### src/design/md_clk_enables.sv
/*
 * Clock enables derived from MCLK. The 68000 gets two phase enables per
 * bus clock and the Z80 a single enable, which stops while the 68000
 * holds the Z80 bus.
 */
`timescale 1ns/1ns
`default_nettype none

module md_clk_enables #(
	parameter int M68K_DIV = 7,
	parameter int Z80_DIV  = 15
) (
	input  logic MCLK,
	input  logic reset,
	input  logic z80_busreq_n,
	output logic m68k_phi1,
	output logic m68k_phi2,
	output logic z80_ce
);
	localparam int MW = $clog2(M68K_DIV);
	localparam int ZW = $clog2(Z80_DIV);

	logic [MW-1:0] phi1_cnt;
	logic [MW-1:0] phi2_cnt;
	logic [ZW-1:0] z80_cnt;

	always_ff @(posedge MCLK) begin
		if (reset) begin
			phi1_cnt  <= '0;
			// Half a period ahead so phi2 lands between phi1 pulses
			phi2_cnt  <= MW'(M68K_DIV / 2);
			z80_cnt   <= '0;
			m68k_phi1 <= 1'b1;
			m68k_phi2 <= 1'b1;
			z80_ce    <= 1'b0;
		end else begin
			m68k_phi1 <= 1'b0;
			phi1_cnt  <= phi1_cnt + 1'b1;
			if (phi1_cnt == MW'(M68K_DIV - 1)) begin
				phi1_cnt  <= '0;
				m68k_phi1 <= 1'b1;
			end

			m68k_phi2 <= 1'b0;
			phi2_cnt  <= phi2_cnt + 1'b1;
			if (phi2_cnt == MW'(M68K_DIV - 1)) begin
				phi2_cnt  <= '0;
				m68k_phi2 <= 1'b1;
			end

			// Z80 stalls while its bus is requested
			z80_ce  <= 1'b0;
			z80_cnt <= z80_cnt + 1'b1;
			if (z80_cnt == ZW'(Z80_DIV - 1)) begin
				z80_cnt <= '0;
				z80_ce  <= z80_busreq_n;
			end
		end
	end

endmodule

`default_nettype wire

### config.mk
export PLATFORM = sky130hd
export DESIGN_NAME = md_clk_enables
export DESIGN_NICKNAME = d
export VERILOG_FILES = /design/src/design/md_clk_enables.sv
export SDC_FILE = /design/constraint.sdc
export NUM_CORES = 1
export LEC_CHECK = 0
export ABC_CLOCK_PERIOD_IN_PS = 1580
export BUFFER_PORTS_ARGS = -buffer_cell sky130_fd_sc_hd__buf_2
export CORE_AREA = 2 2 39 41
export CTS_BUF_LIST = sky130_fd_sc_hd__clkbuf_2
export DETAILED_ROUTE_END_ITERATION = 6
export DIE_AREA = 0 0 41 43
export SLEW_MARGIN = 0
export SYNTH_ARGS = -nofsm -noshare
export SYNTH_HDL_FRONTEND = slang
export SYNTH_SLANG_ARGS = --single-unit
### constraint.sdc
create_clock -name MCLK -period 1.58 [get_ports MCLK]
set_clock_uncertainty 0.15 [all_clocks]
set_input_delay 0.316 -clock MCLK [delete_from_list [all_inputs] [get_ports MCLK]]
set_output_delay 0.316 -clock MCLK [all_outputs]
set_load 0.1 [all_outputs]
==> Implementation_results.wiki <==
{| class="wikitable"
! Metric !! Value
|-
| Area overhead of the layout relative to synthesis || 12.3%
|-
| Highest clock rate || 0.682 GHz
|-
| Sequential element share of the synthesized area || 0.533
|-
| Cell chain of the critical path || buf_2
|-
| Arrival time worst endpoint || 1.00 ns
|-
| Drt pass-1 iters || 4
|-
| Setup total negative slack || 0 ns
|-
| Core Footprint || 1380 um^2
|-
| Number of warnings printed during yosys synthesis || 0
|-
| Post-layout nets || 65
|-
| Buffers added on ports || 5
|-
| Number of setup buffers added after CTS || 0
|-
| Post-Synthesis Net Count || between 50 and 60
|-
| Die height || 43 um
|-
| TritonCTS Buffers || 3
|-
| Number of resized instances in the post-cts repair step || 0
|-
| Register clock-pin slew on the reported worst setup and hold paths || 0.12 ns
|-
| Slowest stage cell on the critical path || buf_2
|-
| Part of the total power dissipated in the clock network || 0.263
|-
| Worst endpoint required time || 1.11 ns
|-
| Setup repair after global routing missed its margin || no
|-
| Clock tree from TritonCTS || done
|-
| Post-Syn Area per Cell || 9.96 um^2
|-
| Antenna viol nets, final || 0
|-
| Number of global-route vias before repair || 277
|-
| Design internal power || around 450 uW
|-
| Slew @ Worst Pin || 0.487 ns
|-
| Pin count of the biggest net entering global routing || 12
|-
| Worst path setup slack after routing || 0.114 ns
|-
| Number of levels the H-tree was split into || 1
|-
| Status || complete, no violations
|-
| Register area || 260 um^2
|-
| Path category of the worst min-delay check || in -> reg
|-
| Worst-skew pair later-pin latency || approximately 0.26 ns
|-
| Worst voltage drop across the vdd grid || between 0.5 and 0.6 mV
|-
| CP top delay family || buffers and inverters
|-
| Cells after Synth || 49
|-
| Multi-input gate area || approximately 210 um^2
|-
| Register bit count reported by yosys || 13
|-
| Critical setup path kind || reg -> out
|-
| Count of different cell masters after synthesis || 19
|-
| Boundary Pins || 6
|-
| Wire length after detailed routing || 667 um
|-
| Max transition margin || 0.678
|-
| Sw power || 171 uW
|-
| Site row count || 14
|-
| Setup-failing EPs final || 0
|-
| Number of clock sinks || 13
|-
| Overflow left after global routing || 0
|-
| Area of the mapped netlist || 488 um^2
|-
| Count of non-filler cells in the finished layout || between 70 and 80
|-
| Initial antenna violation count || 0
|-
| Average wire per cell in the routed design || 9.14 um
|-
| Tot Pwr || 623 uW
|-
| Area after DPL || 528 um^2
|-
| Post-detailed-route via-to-cell ratio || ~4.5
|-
| DR DRC count || 0
|-
| Starting density of the core || 0.353
|-
| Gpl congestion || a little under 0.7
|-
| Proportion of layout cells with a drive suffix above 1 || 0.175
|-
| Post-placement cell count || between 60 and 70
|-
| Final worst path period share || 0.928
|-
| Starting DRC count in detailed routing || 5
|-
| Reported max-cap violation count || 0
|-
| Post-placement worst setup slack || 0.284 ns
|-
| Clock Root Buffer || clkbuf_2
|-
| CTS Hold Bufs || 0
|-
| Total power divided by cell area || 1140 nW/um^2
|-
| Diode count || 0
|-
| Number of max-slew violations in the final report || 0
|-
| Count of vias placed by the detailed router || between 300 and 400
|-
| Wire length of the first global-routing pass || 1100 um
|-
| Number of buffers on the longest clock path || 2
|-
| Most used cells in the layout excluding fill and tap cells || dfxtp_1, nor2_1, a21oi_1, buf_2
|-
| Critical path launch point type || register
|-
| Comb pwr share || 0.137
|-
| Endpoint type of the worst setup path || primary output
|-
| GRT Overall Usage || 0.0975
|-
| Final hold violation count || 0
|-
| Die Footprint || ~1800 um^2
|-
| LEAKAGE || 0.000250 uW
|-
| Switching share of power || 0.274
|-
| Fill cell total of the finished layout || ~150
|-
| Number of buffer and inverter stages on the critical path || 1
|-
| Die span in x || slightly above 40 um
|-
| Final design instance area without fill || 548 um^2
|-
| Largest incremental delay on the critical path || 0.41 ns
|-
| Largest driver fanout on the critical path || 1
|-
| Final period demand of the worst path || 1.47 ns
|-
| Most common library cell in the layout ignoring fill and taps || dfxtp_1
|-
| Sequential group share of total power || 0.600
|}
final cells by class:
cell class	count	area share
timing repair buffer	5	0.0457
tap	16	0.0365
sequential	13	0.475
inverter	3	0.0205
multi-input combinational	32	0.386
clock buffer	4	0.0365
layer usage:
layer / routed length, um / track usage
met5: 0 / 0
met4: 0 / 0.0400
met3: 59 / 0.0785
met2: 292 / 0.109
met1: 315 / 0.133
registers in the layout, summed over array words and instances, names as in the netlist:
name	count
z80_ce	1
phi2_cnt	3
m68k_phi2	1
z80_cnt	4
m68k_phi1	1
phi1_cnt	3
metrics by stage:
step	utilization	hold WS, ns
2_1_floorplan	-	0.267
3_3_place_gp	0.382	0.282
3_5_place_dp	0.382	0.285
4_1_cts	0.396	0.112
5_1_grt	0.396	0.0972
6_report	0.396	0.129
power by group through the flow:
stage / registers (uW) / clock network (uW) / logic [uW]
after floorplan: 403 / 0 / 48.2
after global placement: 381 / 0 / 85.6
after detailed placement: 381 / 0 / 85.5
after CTS: 374 / 175 / 85.9
after global routing: 379 / 191 / 96.0
final: 374 / 164 / 85.3
synthesized netlist by cell type, drive strengths merged:
cell	n	area share
a21o	1	0.015
a21oi	5	0.051
and3	1	0.013
and3b	1	0.018
buf	1	0.010
dfxtp	13	0.53
ha	4	0.10
inv	3	0.023
mux2i	2	0.041
nand2	2	0.015
nand2b	1	0.013
nand4b	1	0.018
nor2	6	0.046
nor2b	2	0.031
nor3	2	0.021
o21ai	2	0.021
o21bai	1	0.015
or2	1	0.013
cell families after synthesis:
group | Yosys count | synth area share
fa+ha+maj | 4 | 0.103
simple gates | 17 | 0.187
flops | 13 | 0.533
mux | 2 | 0.0410
compound gates | 9 | 0.103
buf+inv | 4 | 0.0333
path summary, 6_finish.rpt:
check | start | end | slack, ns | cells past startpoint
min | z80_busreq_n | z80_ce$_SDFF_PP0_ | 0.13 | 2
max | m68k_phi2$_SDFF_PP1_ | m68k_phi2 | 0.11 | 1
max reg2reg | z80_cnt[0]$_SDFF_PP0_ | z80_ce$_SDFF_PP0_ | 0.25 | 4
min reg2reg | phi1_cnt[0]$_SDFF_PP0_ | phi1_cnt[0]$_SDFF_PP0_ | 0.30 | 1
No activity file was read; power rests on OpenSTA's default activity.
