$ cat src/design/md_types_pkg.sv
/*
 * Bus widths, request and response structs and FSM state types shared by
 * the main-bus and Z80-bus blocks of the subsystem. Modules import it
 * inside their bodies and use scoped names in their port lists.
 */
`default_nettype none

package md_types_pkg;

	// ------------------------------------------------
	// Widths that carry a meaning
	// ------------------------------------------------
	// 68000 word address, byte address bits 23:1
	typedef logic [22:0] m68k_addr_t;
	typedef logic [15:0] word_t;
	typedef logic [7:0]  byte_t;
	typedef logic [15:0] z80_addr_t;
	// Byte address inside the 32 KB Z80 bus window
	typedef logic [14:0] zbus_addr_t;
	// Main-bus address bits 23:15 for Z80 accesses above 8000
	typedef logic [8:0]  bank_t;

	// ------------------------------------------------
	// CPU side strobes and data
	// ------------------------------------------------
	typedef struct packed {
		logic       as_n;
		logic       rnw;
		logic       uds_n;
		logic       lds_n;
		m68k_addr_t addr;
		word_t      wdata;
	} m68k_req_t;

	typedef struct packed {
		logic  dtack_n;
		word_t rdata;
	} m68k_rsp_t;

	typedef struct packed {
		logic      mreq_n;
		logic      rd_n;
		logic      wr_n;
		z80_addr_t addr;
		byte_t     wdata;
	} z80_req_t;

	typedef struct packed {
		logic  wait_n;
		byte_t rdata;
	} z80_rsp_t;

	// Cycle latched by the main-bus arbiter
	typedef struct packed {
		m68k_addr_t addr;
		word_t      wdata;
		logic       rnw;
		logic       uds_n;
		logic       lds_n;
	} mbus_t;

	typedef enum logic [2:0] {
		MB_IDLE,
		MB_SELECT,
		MB_RAM_READ,
		MB_ROM_READ,
		MB_ZBUS_PRE,
		MB_ZBUS_READ,
		MB_FINISH
	} mbus_state_t;

	typedef enum logic [1:0] {
		SRC_NONE,
		SRC_M68K,
		SRC_Z80
	} mbus_src_t;

	typedef enum logic [1:0] {
		ZB_IDLE,
		ZB_READ,
		ZB_FINISH
	} zbus_state_t;

	typedef enum logic {
		ZSRC_MBUS,
		ZSRC_Z80
	} zbus_src_t;

endpackage

`default_nettype wire

$ cat src/design/md_map_pkg.sv
/*
 * Address map of the main bus and the Z80 bus. The decoders compare
 * slices of the latched address against these constants.
 */
`default_nettype none

package md_map_pkg;

	// ------------------------------------------------
	// Main bus, compared against byte address bits
	// ------------------------------------------------
	// ROM region ends below A00000 (bits 23:20)
	localparam logic [3:0]  ROM_LIMIT   = 4'hA;
	// Z80 bus window A00000-A0FFFF (bits 23:16)
	localparam logic [7:0]  ZBUS_PAGE   = 8'hA0;
	// Control page A11xxx (bits 23:12)
	localparam logic [11:0] CTRL_PAGE   = 12'hA11;
	// Register select in bits 11:8
	localparam logic [3:0]  CTRL_BUSREQ = 4'h1;
	localparam logic [3:0]  CTRL_RESET  = 4'h2;
	// Work RAM E00000-FFFFFF (bits 23:21)
	localparam logic [2:0]  RAM_TOP     = 3'b111;

	// Nothing drives the bus here
	localparam logic [15:0] OPEN_BUS    = 16'hFFFF;

	// ------------------------------------------------
	// Memory sizes
	// ------------------------------------------------
	localparam int ZRAM_AW = 13;
	localparam int WRAM_AW = 15;

	// ------------------------------------------------
	// Z80 side
	// ------------------------------------------------
	// Bank register page 6000-60FF (Z80-bus bits 14:8)
	localparam logic [6:0]  Z80_BANK_PAGE = 7'h60;
	// Last page served locally on the Z80 bus
	localparam logic [7:0]  Z80_LOCAL_TOP = 8'h7E;

endpackage

`default_nettype wire

$ cat src/design/md_mbus_ctrl.sv
/*
 * Main-bus controller. Arbitrates the 68000 and the banked Z80 path,
 * decodes the latched cycle to cartridge ROM, Z80 bus, control registers
 * or work RAM, and returns the result as dtack_n or a Z80 response.
 * Holds the Z80 bus request and Z80 reset registers.
 */
`timescale 1ns/1ns
`default_nettype none

module md_mbus_ctrl (
	input  logic                      MCLK,
	input  logic                      reset,
	input  logic                      m68k_phi2,
	input  md_types_pkg::m68k_req_t   m68k_req,
	output md_types_pkg::m68k_rsp_t   m68k_rsp,
	input  md_types_pkg::z80_req_t    z80_req,
	input  logic                      z80_local,
	input  md_types_pkg::bank_t       bank,
	output logic                      mbus_z80_dtack_n,
	output md_types_pkg::byte_t       mbus_z80_rdata,
	output md_types_pkg::mbus_t       mbus,
	output logic                      wram_sel,
	input  md_types_pkg::word_t       wram_q,
	output logic                      zbus_sel,
	input  logic                      zbus_dtack_n,
	input  md_types_pkg::byte_t       zbus_rdata,
	output md_types_pkg::m68k_addr_t  rom_addr,
	output logic                      rom_req,
	input  logic                      rom_ack,
	input  md_types_pkg::word_t       rom_data,
	output logic                      z80_busreq_n,
	output logic                      z80_reset_n
);
	import md_types_pkg::*;
	import md_map_pkg::*;

	mbus_state_t state;
	mbus_src_t   src;
	word_t       data;
	logic        m68k_dtack_n;
	word_t       m68k_rdata;

	logic        z80_io;
	logic        m68k_go;
	logic        z80_go;
	m68k_addr_t  z80_maddr;

	logic        sel_rom;
	logic        sel_zbus;
	logic        sel_ctrl;
	logic        sel_ram;
	logic [3:0]  ctrl_reg;
	word_t       ctrl_rdata;

	// ------------------------------------------------
	// Arbitration
	// ------------------------------------------------
	assign z80_io = ~z80_req.mreq_n & (~z80_req.rd_n | ~z80_req.wr_n);

	// 68000 wins; a new cycle needs the previous dtack released
	assign m68k_go = (state == MB_IDLE) & ~m68k_req.as_n & m68k_dtack_n & m68k_phi2;
	assign z80_go  = (state == MB_IDLE) & ~m68k_go & z80_io & ~z80_local &
		mbus_z80_dtack_n;

	// 8000-FFFF goes through the bank, 7F00-7FFF lands in C000xx
	assign z80_maddr = z80_req.addr[15] ? {bank, z80_req.addr[14:1]} :
		{16'hC000, z80_req.addr[7:1]};

	always_ff @(posedge MCLK) begin
		if (m68k_go) begin
			mbus <= '{addr: m68k_req.addr, wdata: m68k_req.wdata, rnw: m68k_req.rnw,
				uds_n: m68k_req.uds_n, lds_n: m68k_req.lds_n};
		end else if (z80_go) begin
			// Z80 byte goes on both lanes, strobe picked by A0
			mbus <= '{addr: z80_maddr, wdata: {z80_req.wdata, z80_req.wdata},
				rnw: z80_req.wr_n, uds_n: z80_req.addr[0], lds_n: ~z80_req.addr[0]};
		end
	end

	// ------------------------------------------------
	// Address decode
	// ------------------------------------------------
	// Cartridge is 000000-3FFFFF, the rest below A00000 is empty expansion space
	assign sel_rom  = (mbus.addr[22:19] < ROM_LIMIT) && (mbus.addr[22:21] == 2'b00);
	assign sel_zbus = mbus.addr[22:15] == ZBUS_PAGE;
	assign ctrl_reg = mbus.addr[10:7];
	assign sel_ctrl = (mbus.addr[22:11] == CTRL_PAGE) && (mbus.addr[6:0] == 7'd0) &&
		((ctrl_reg == CTRL_BUSREQ) || (ctrl_reg == CTRL_RESET));
	assign sel_ram  = mbus.addr[22:20] == RAM_TOP;

	assign ctrl_rdata = {7'd0, z80_busreq_n, 8'd0};
	assign rom_addr   = mbus.addr;
	assign m68k_rsp   = '{dtack_n: m68k_dtack_n, rdata: m68k_rdata};

	// ------------------------------------------------
	// Cycle FSM
	// ------------------------------------------------
	always_ff @(posedge MCLK) begin
		if (reset) begin
			state            <= MB_IDLE;
			src              <= SRC_NONE;
			m68k_dtack_n     <= 1'b1;
			mbus_z80_dtack_n <= 1'b1;
			wram_sel         <= 1'b0;
			zbus_sel         <= 1'b0;
			rom_req          <= 1'b0;
			z80_busreq_n     <= 1'b1;
			z80_reset_n      <= 1'b0;
		end else begin
			// Acknowledges drop once the master ends its cycle
			if (m68k_req.as_n)
				m68k_dtack_n <= 1'b1;
			if (!z80_io)
				mbus_z80_dtack_n <= 1'b1;

			case (state)
			MB_IDLE: begin
				data <= OPEN_BUS;
				if (m68k_go) begin
					src   <= SRC_M68K;
					state <= MB_SELECT;
				end else if (z80_go) begin
					src   <= SRC_Z80;
					state <= MB_SELECT;
				end
			end

			MB_SELECT: begin
				// Unmapped cycles finish with open bus data
				state <= MB_FINISH;
				if (sel_rom && mbus.rnw) begin
					rom_req <= ~rom_ack;
					state   <= MB_ROM_READ;
				end else if (sel_zbus) begin
					state <= MB_ZBUS_PRE;
				end else if (sel_ctrl) begin
					data <= ctrl_rdata;
					if (!mbus.rnw && !mbus.uds_n) begin
						if (ctrl_reg == CTRL_BUSREQ)
							z80_busreq_n <= ~mbus.wdata[8];
						if (ctrl_reg == CTRL_RESET)
							z80_reset_n <= mbus.wdata[8];
					end
				end else if (sel_ram) begin
					wram_sel <= 1'b1;
					state    <= MB_RAM_READ;
				end
			end

			MB_RAM_READ: begin
				// One select cycle, then the RAM output is valid
				if (wram_sel) begin
					wram_sel <= 1'b0;
				end else begin
					data  <= wram_q;
					state <= MB_FINISH;
				end
			end

			MB_ROM_READ:
				if (rom_req == rom_ack) begin
					data  <= rom_data;
					state <= MB_FINISH;
				end

			// Lets the latched cycle settle before the Z80 bus samples it
			MB_ZBUS_PRE: begin
				zbus_sel <= 1'b1;
				state    <= MB_ZBUS_READ;
			end

			MB_ZBUS_READ:
				if (!zbus_dtack_n) begin
					zbus_sel <= 1'b0;
					data     <= {zbus_rdata, zbus_rdata};
					state    <= MB_FINISH;
				end

			MB_FINISH: begin
				if (src == SRC_M68K) begin
					m68k_rdata   <= data;
					m68k_dtack_n <= 1'b0;
				end else if (src == SRC_Z80) begin
					// Odd Z80 address takes the low byte
					mbus_z80_rdata   <= mbus.uds_n ? data[7:0] : data[15:8];
					mbus_z80_dtack_n <= 1'b0;
				end
				src   <= SRC_NONE;
				state <= MB_IDLE;
			end

			default:
				state <= MB_IDLE;
			endcase
		end
	end

endmodule

`default_nettype wire

$ cat config.mk
export PLATFORM = sky130hd
export DESIGN_NAME = md_mbus_ctrl
export DESIGN_NICKNAME = d
export VERILOG_FILES = /design/src/design/md_types_pkg.sv /design/src/design/md_map_pkg.sv /design/src/design/md_mbus_ctrl.sv
export SDC_FILE = /design/constraint.sdc
export NUM_CORES = 1
export LEC_CHECK = 0
export BUFFER_PORTS_ARGS = -buffer_cell sky130_fd_sc_hd__buf_2
export CAP_MARGIN = 20
export CORE_MARGIN = 8
export CORE_UTILIZATION = 46
export CTS_BUF_LIST = sky130_fd_sc_hd__clkbuf_4 sky130_fd_sc_hd__clkbuf_8 sky130_fd_sc_hd__clkbuf_16
export DETAILED_ROUTE_END_ITERATION = 16
export GPL_TIMING_DRIVEN = 0
export PLACE_DENSITY = 0.81
export SYNTH_ARGS = -nofsm -noshare
export SYNTH_HDL_FRONTEND = slang
export SYNTH_SLANG_ARGS = --single-unit
export TNS_END_PERCENT = 50
$ cat constraint.sdc
create_clock -name MCLK -period 5.6 [get_ports MCLK]
set_input_delay 0.56 -clock MCLK [delete_from_list [all_inputs] [get_ports MCLK]]
set_output_delay 0.56 -clock MCLK [all_outputs]
set_load 0.02 [all_outputs]
==> metrics.txt, run 1 <==
CP endpoint kind=flip-flop; static leakage power=2.60 nW; cell depth of the worst min-delay path=2; register-to-register setup slack=2640 ps; number of violations reported at the end of detailed-routing iteration 0=302; type of the setup path with the least slack=reg -> reg; Port Buffer Count=between 200 and 250; Antenna Violating Nets Remaining=0; Final Critical Period=2960 ps; Post-Synthesis Net Count=527; buffer cell driving the clock tree root=sky130_fd_sc_hd__clkbuf_8; Finished Cell Area=5850 um2; FF+latch count, synth=94; worst-margin pin slew=705 ps; number of distinct standard cells referenced by the synthesized netlist=39; Ys Warns=0; placement row count=35; CTS H-tree depth=3; detailed-router iteration count before antenna repair=5; number of buffers created by CTS=9; critical-path maximum fanout=11; last weighted congestion value of the routability-driven placer=0.864; worst setup timing slack at the placement stage=approximately 2600 ps; number of cell instances on the worst register-to-register path=5; Worst Clk Skew=14.0 ps; number of top-level pins=221; floorplan die height=around 110 um; Overall Global Routing Usage=a little over a fifth; Critical Path RT=5650 ps; end point of the worst hold path=rom_req; Critical Path AT=roughly 3000 ps; mean routed wirelength per cell=18.3 um; wire length of the first global-routing pass=21400 um; area of the die=about 13000 um2; syn_area_per_cell=10.8 um2; path class of the lowest-slack min-delay path=in -> reg; ratio of total power to cell area=421 nW/um2; portion of synthesized cell area occupied by the leading cell type=56.8%; Slew headroom=53.0%; Pwr Total=about 2.5 mW; maximum clock frequency=0.338 GHz; final core utilization=63.6%; Max Cap Viol=0; proportion of synthesized chip area in sequential cells=between 60 and 70%; cts-stage hold buffer count=0; Floorplan Core Area=9200 um2; total of endpoints with negative setup slack in the final report=0; hold path startpoint=rom_ack; maximum number of buffers from clock root to sink=2; clock transition at the register clock pins on the worst setup and hold paths after CTS=90 ps; clock network latency to the later pin of the worst-skew pair=350 ps; worst setup margin=2640 ps; kind of launch point of the worst setup path=flip-flop; status=finished clean; TritonCTS clock tree=done; Layout area overhead=35.0%; clock tree sinks=94; Final Hold Fails=0; largest area contributor in the synthesized netlist=sky130_fd_sc_hd__edfxtp_1; effective utilization at floorplan=47.1%; worst-case vdd ir drop=223 uV; Total Wirelength=13800 um; Tcrit/Tclk final=52.9%; # Post-CTS Setup Buffers=0; width of the die=113 um; post-synthesis instance area=4330 um2; unrepaired setup endpoints after global routing=no; endpoint of the worst-slack reg-to-reg timing path=data[13]; antenna violations before repair=0; overall via count from detail_route=3932; Post-DP HPWL=between 10000 and 15000 um; ratio of routed vias to standard cells=5.22; Critical R2R Launch=rom_addr[21]; Post-Place Cell Area=between 5000 and 6000 um2; leading cell type in the layout, fill and taps excluded=sky130_fd_sc_hd__buf_2; layout cell share with drive strength beyond 1=43.6%; number of gates resized after CTS=0; number of global-route vias before repair=around 4300; Setup TNS Final=0 ps; main area contributors after synthesis=sky130_fd_sc_hd__edfxtp_1 (57%), sky130_fd_sc_hd__nand2_1 (8.8%), sky130_fd_sc_hd__dfxtp_1 (5.5%); pin count of the biggest net entering global routing=31; number of design rule violations left after detail routing=0; most used cells in the layout excluding fill and tap cells=sky130_fd_sc_hd__buf_2 (219), sky130_fd_sc_hd__nand2_1 (101), sky130_fd_sc_hd__edfxtp_1 (82); antenna diode instance count=0; gate count after technology mapping=402; Remaining Overflow, GRT=0; layout net count=762; max-slew violation total from the final report=0
-- layout make-up --
cell class                 instances  area, um2
buffer                            46        263
clock inverter                     6       68.8
clock buffer                      10        138
multi-input combinational        257       1370
timing repair buffer             224       1150
sequential                        94       2700
tap                              111        139
inverter                           5       18.8
fill                             769       3350
-- worst max-delay path: stages (launching register included) --
cell and delay, ps:
sky130_fd_sc_hd__edfxtp_1 490, sky130_fd_sc_hd__or4_4 570, sky130_fd_sc_hd__or4_4 570, sky130_fd_sc_hd__nand4b_1 210, sky130_fd_sc_hd__a21oi_1 520, sky130_fd_sc_hd__buf_4 310
-- layer usage --
metal	track usage, %	routed length (um)	up-vias	share of wire (%)
met5	0	0	-	0
met4	8.35	181	0	1.3
met3	8.36	1500	17	11
met2	37.3	6950	216	50
met1	22.5	5170	1829	37
li1	-	-	1870	-
-- logic make-up after synthesis --
logic type | after synthesis | synth area share, %
buf+inv | 51 | 6.50
mux | 12 | 3.06
compound gates | 62 | 8.52
xor+xnor | 2 | 0.404
simple gates | 181 | 19.1
flops | 94 | 62.4
-- state kept, by name, indices dropped and copies added, names as in the netlist, 2 cells and up --
register,flops
state,3
mbus_z80_rdata,8
data,16
src,2
rom_addr,23
mbus,19
m68k_rdata,16
-- Yosys cell counts --
cell type                   number
sky130_fd_sc_hd__nor3_2          1
sky130_fd_sc_hd__nand4b_1        2
sky130_fd_sc_hd__dfxtp_1        12
sky130_fd_sc_hd__nor2b_1         3
sky130_fd_sc_hd__mux2_2          9
sky130_fd_sc_hd__or4b_1          1
sky130_fd_sc_hd__nand3b_1        3
sky130_fd_sc_hd__a211oi_1        2
sky130_fd_sc_hd__o21a_1          2
sky130_fd_sc_hd__o31a_1          1
sky130_fd_sc_hd__or3b_2          1
sky130_fd_sc_hd__a21boi_0        1
sky130_fd_sc_hd__nor3_1          4
sky130_fd_sc_hd__o211ai_1        1
sky130_fd_sc_hd__nand2_1       101
sky130_fd_sc_hd__nor4_1          2
sky130_fd_sc_hd__buf_1           3
sky130_fd_sc_hd__inv_1           5
sky130_fd_sc_hd__nand2b_1        2
sky130_fd_sc_hd__buf_4          24
sky130_fd_sc_hd__o2bb2ai_1       1
sky130_fd_sc_hd__or4_1           3
sky130_fd_sc_hd__xor2_1          1
sky130_fd_sc_hd__or4_4           2
sky130_fd_sc_hd__a31oi_1         3
sky130_fd_sc_hd__a21o_1          7
sky130_fd_sc_hd__nor4b_1         6
sky130_fd_sc_hd__nor2_1         29
sky130_fd_sc_hd__nor3b_1         2
sky130_fd_sc_hd__edfxtp_1       82
sky130_fd_sc_hd__mux2i_1         2
sky130_fd_sc_hd__a21oi_1        22
sky130_fd_sc_hd__nand3_1        19
sky130_fd_sc_hd__xnor2_1         1
sky130_fd_sc_hd__o21ai_0        18
sky130_fd_sc_hd__o22ai_1         2
sky130_fd_sc_hd__clkbuf_1       19
sky130_fd_sc_hd__mux2_1          1
sky130_fd_sc_hd__o2111a_1        2
-- how the worst max path moves through the flow --
stage	startpoint	to	cells after the start
global placement	z80_req[25]	src[0]	5
CTS	rom_addr[21]	data[13]	5
global route	rom_addr[21]	data[13]	5
floorplan	z80_req[25]	src[0]	4
finish	rom_addr[21]	data[13]	5
detailed placement	rom_addr[21]	data[6]	5
-- where the power goes --
part / internal [mW] / switching, mW / leakage, nW
clock: 0.222 / 0.240 / 0.103
sequential: 0.989 / 0.0886 / 0.846
combinational: 0.335 / 0.588 / 1.65
total: 1.55 / 0.917 / 2.60
-- through the flow --
| stage | instances | hold WS (ps) |
|---|---|---|
| 4_1_cts | 753 | 410 |
| 3_5_place_dp | 737 | 430 |
| 3_3_place_gp | 732 | 423 |
| 6_report | 753 | 429 |
| 5_1_grt | 753 | 408 |
| 2_1_floorplan | 402 | 420 |
Note: power is estimated with default switching activity, not from simulation.
==> run 2, diff against run 1 <==
- CORE_UTILIZATION: 46 -> 41
- PLACE_DENSITY: 0.81 -> 0.76
- clock period: 5.6 -> 2.6 ns (I/O delays scaled with it)
==> metrics.txt, run 2 (synthesis results as in run 1) <==
effective utilization at floorplan=42.1% (was 47.1%); global-route track usage on met1=20.5% (was 22.5%); Cells after DPL=762 (was 737); worst setup margin=73.2 ps (was 2640 ps); number of design rule violations left after detail routing=0 (unchanged); layout cell share with drive strength beyond 1=44.4% (was 43.6%); floorplan die height=119 um (was 113 um); switching component of the power=1.98 mW (was 917 uW); unrepaired setup endpoints after global routing=no (unchanged); Setup TNS Final=0 ps (unchanged); CTS H-tree depth=3 (unchanged); Post-DP HPWL=11100 um (about the same); width of the die=119 um (was 113 um); internal power=3.35 mW (was 1.55 mW); antenna diode instance count=0 (unchanged); GR Util met2=34.0% (was 37.3%); Port Buffer Count=219 (unchanged); ratio of routed vias to standard cells=5.03 (was 5.22); antenna violations before repair=0 (unchanged); area of the die=14100 um2 (was 12800 um2); Slew headroom=51.0% (was 53.0%); number of flip-flops under the largest register name=23 (unchanged); number of top-level pins=221 (unchanged); kind of launch point of the worst setup path=flip-flop (unchanged); clock tree sinks=94 (unchanged); overall via count from detail_route=3940 (was 3932); worst-case vdd ir drop=381 uV (was 223 uV); sequential fraction of design power=43.4% (was 43.7%); logic gate share of total power=38.3% (was 37.5%); final cell count without fillers=783 (was 753); layout net count=767 (was 762); TritonCTS clock tree=done (unchanged); CP endpoint kind=flip-flop (unchanged); status=finished clean (unchanged); Critical Path AT=2580 ps (was 3010 ps); Tcrit/Tclk final=97.2% (was 52.9%); Total Wirelength=13900 um (was 13800 um); Overall Global Routing Usage=19.1% (was 21.3%); worst setup timing slack at the placement stage=-439 ps (was 2610 ps); Floorplan Core Area=10300 um2 (was 9200 um2); Remaining Overflow, GRT=0 (unchanged); switching fraction of total power=37.2% (about the same); number of buffers created by CTS=9 (unchanged); number of violations reported at the end of detailed-routing iteration 0=245 (was 302); static leakage power=2.62 nW (was 2.60 nW); worst-margin pin slew=735 ps (was 705 ps); critical-path maximum fanout=10 (was 11); part of the power in the clock network=18.3% (was 18.8%); Final Hold Fails=0 (unchanged); max-slew violation total from the final report=0 (unchanged); path class of the lowest-slack min-delay path=in -> reg (unchanged); ratio of total power to cell area=899 nW/um2 (was 421 nW/um2); Layout area overhead=36.9% (was 35.0%); maximum clock frequency=0.396 GHz (was 0.338 GHz); most used cells in the layout excluding fill and tap cells=sky130_fd_sc_hd__buf_2 (219), sky130_fd_sc_hd__nand2_1 (101), sky130_fd_sc_hd__edfxtp_1 (82) (unchanged); number of global-route vias before repair=4229 (was 4316); Worst Clk Skew=15.0 ps (was 14.0 ps); pin count of the biggest net entering global routing=32 (was 31); placement row count=37 (was 35); total of endpoints with negative setup slack in the final report=0 (unchanged); Critical Path RT=2650 ps (was 5650 ps); detailed-router iteration count before antenna repair=8 (was 5); wire length of the first global-routing pass=21400 um (about the same); leading cell type in the layout, fill and taps excluded=sky130_fd_sc_hd__buf_2 (unchanged); last weighted congestion value of the routability-driven placer=0.865 (was 0.864); Final Critical Period=2530 ps (was 2960 ps); Max Cap Viol=0 (unchanged); clock network latency to the later pin of the worst-skew pair=350 ps (about the same); final worst hold slack=117 ps (was 429 ps); mean routed wirelength per cell=17.7 um (was 18.3 um); global routing met3 resource utilization=6.43% (was 8.36%); layer with the highest usage=met2 (unchanged); Antenna Violating Nets Remaining=0 (unchanged); clock transition at the register clock pins on the worst setup and hold paths after CTS=100 ps (was 90 ps); buffer cell driving the clock tree root=sky130_fd_sc_hd__clkbuf_8 (unchanged); maximum number of buffers from clock root to sink=2 (unchanged); type of the setup path with the least slack=reg -> reg (unchanged)
## run 2: through the flow
stage                     cell area, um2  util (%)  total power, mW
final                               5930      57.7             5.33
after detailed placement            5680      55.2             4.35
after floorplan                     4340         -             3.58
after CTS                           5900      57.4             5.36
after global placement              5600      54.5             4.23
after global routing                5930      57.7             5.64
## run 2: layer usage
layer	vias up	routed length [um]
met3	15	1320
met1	1812	5350
li1	1880	-
met5	-	0
met4	0	233
met2	233	6970
## run 2: cell type report
type / count / area, um2
Sequential cell: 94 / 2700
Inverter: 5 / 18.8
Tap cell: 136 / 170
Timing Repair Buffer: 229 / 1190
Buffer: 46 / 263
Multi-Input combinational cell: 257 / 1390
Clock buffer: 10 / 131
Clock inverter: 6 / 68.8
Fill cell: 916 / 4350
## run 2: power by group through the flow
stage	registers, mW	clock network (mW)	logic (mW)
after floorplan	2.51	0	1.07
after global placement	2.35	0	1.89
after detailed placement	2.35	0	2.00
after CTS	2.31	1.01	2.04
after global routing	2.35	1.05	2.24
final	2.31	0.976	2.04
## run 2: critical path: stages (launching register included)
cell	delay, ps
sky130_fd_sc_hd__edfxtp_1	430
sky130_fd_sc_hd__or4_4	560
sky130_fd_sc_hd__or4_4	570
sky130_fd_sc_hd__nand4b_1	270
sky130_fd_sc_hd__a21oi_4	200
sky130_fd_sc_hd__buf_4	200
## run 2: repair_timing
action | 4_1_cts | 5_1_grt
gates resized for setup | 2 | 1
hold buffers | 0 | 0
pin swaps | 1 | 0
setup endpoints to repair | 16 | 11
setup buffers | 2 | 3
## run 2: worst paths after layout
check	start	to	slack, ps	cells past startpoint
worst max-delay path	rom_addr[21]	data[13]	70	5
worst min-delay path	rom_ack	rom_req	120	2
worst max register to register	rom_addr[21]	data[13]	70	5
worst min register to register	data[6]	m68k_rdata[6]	450	0
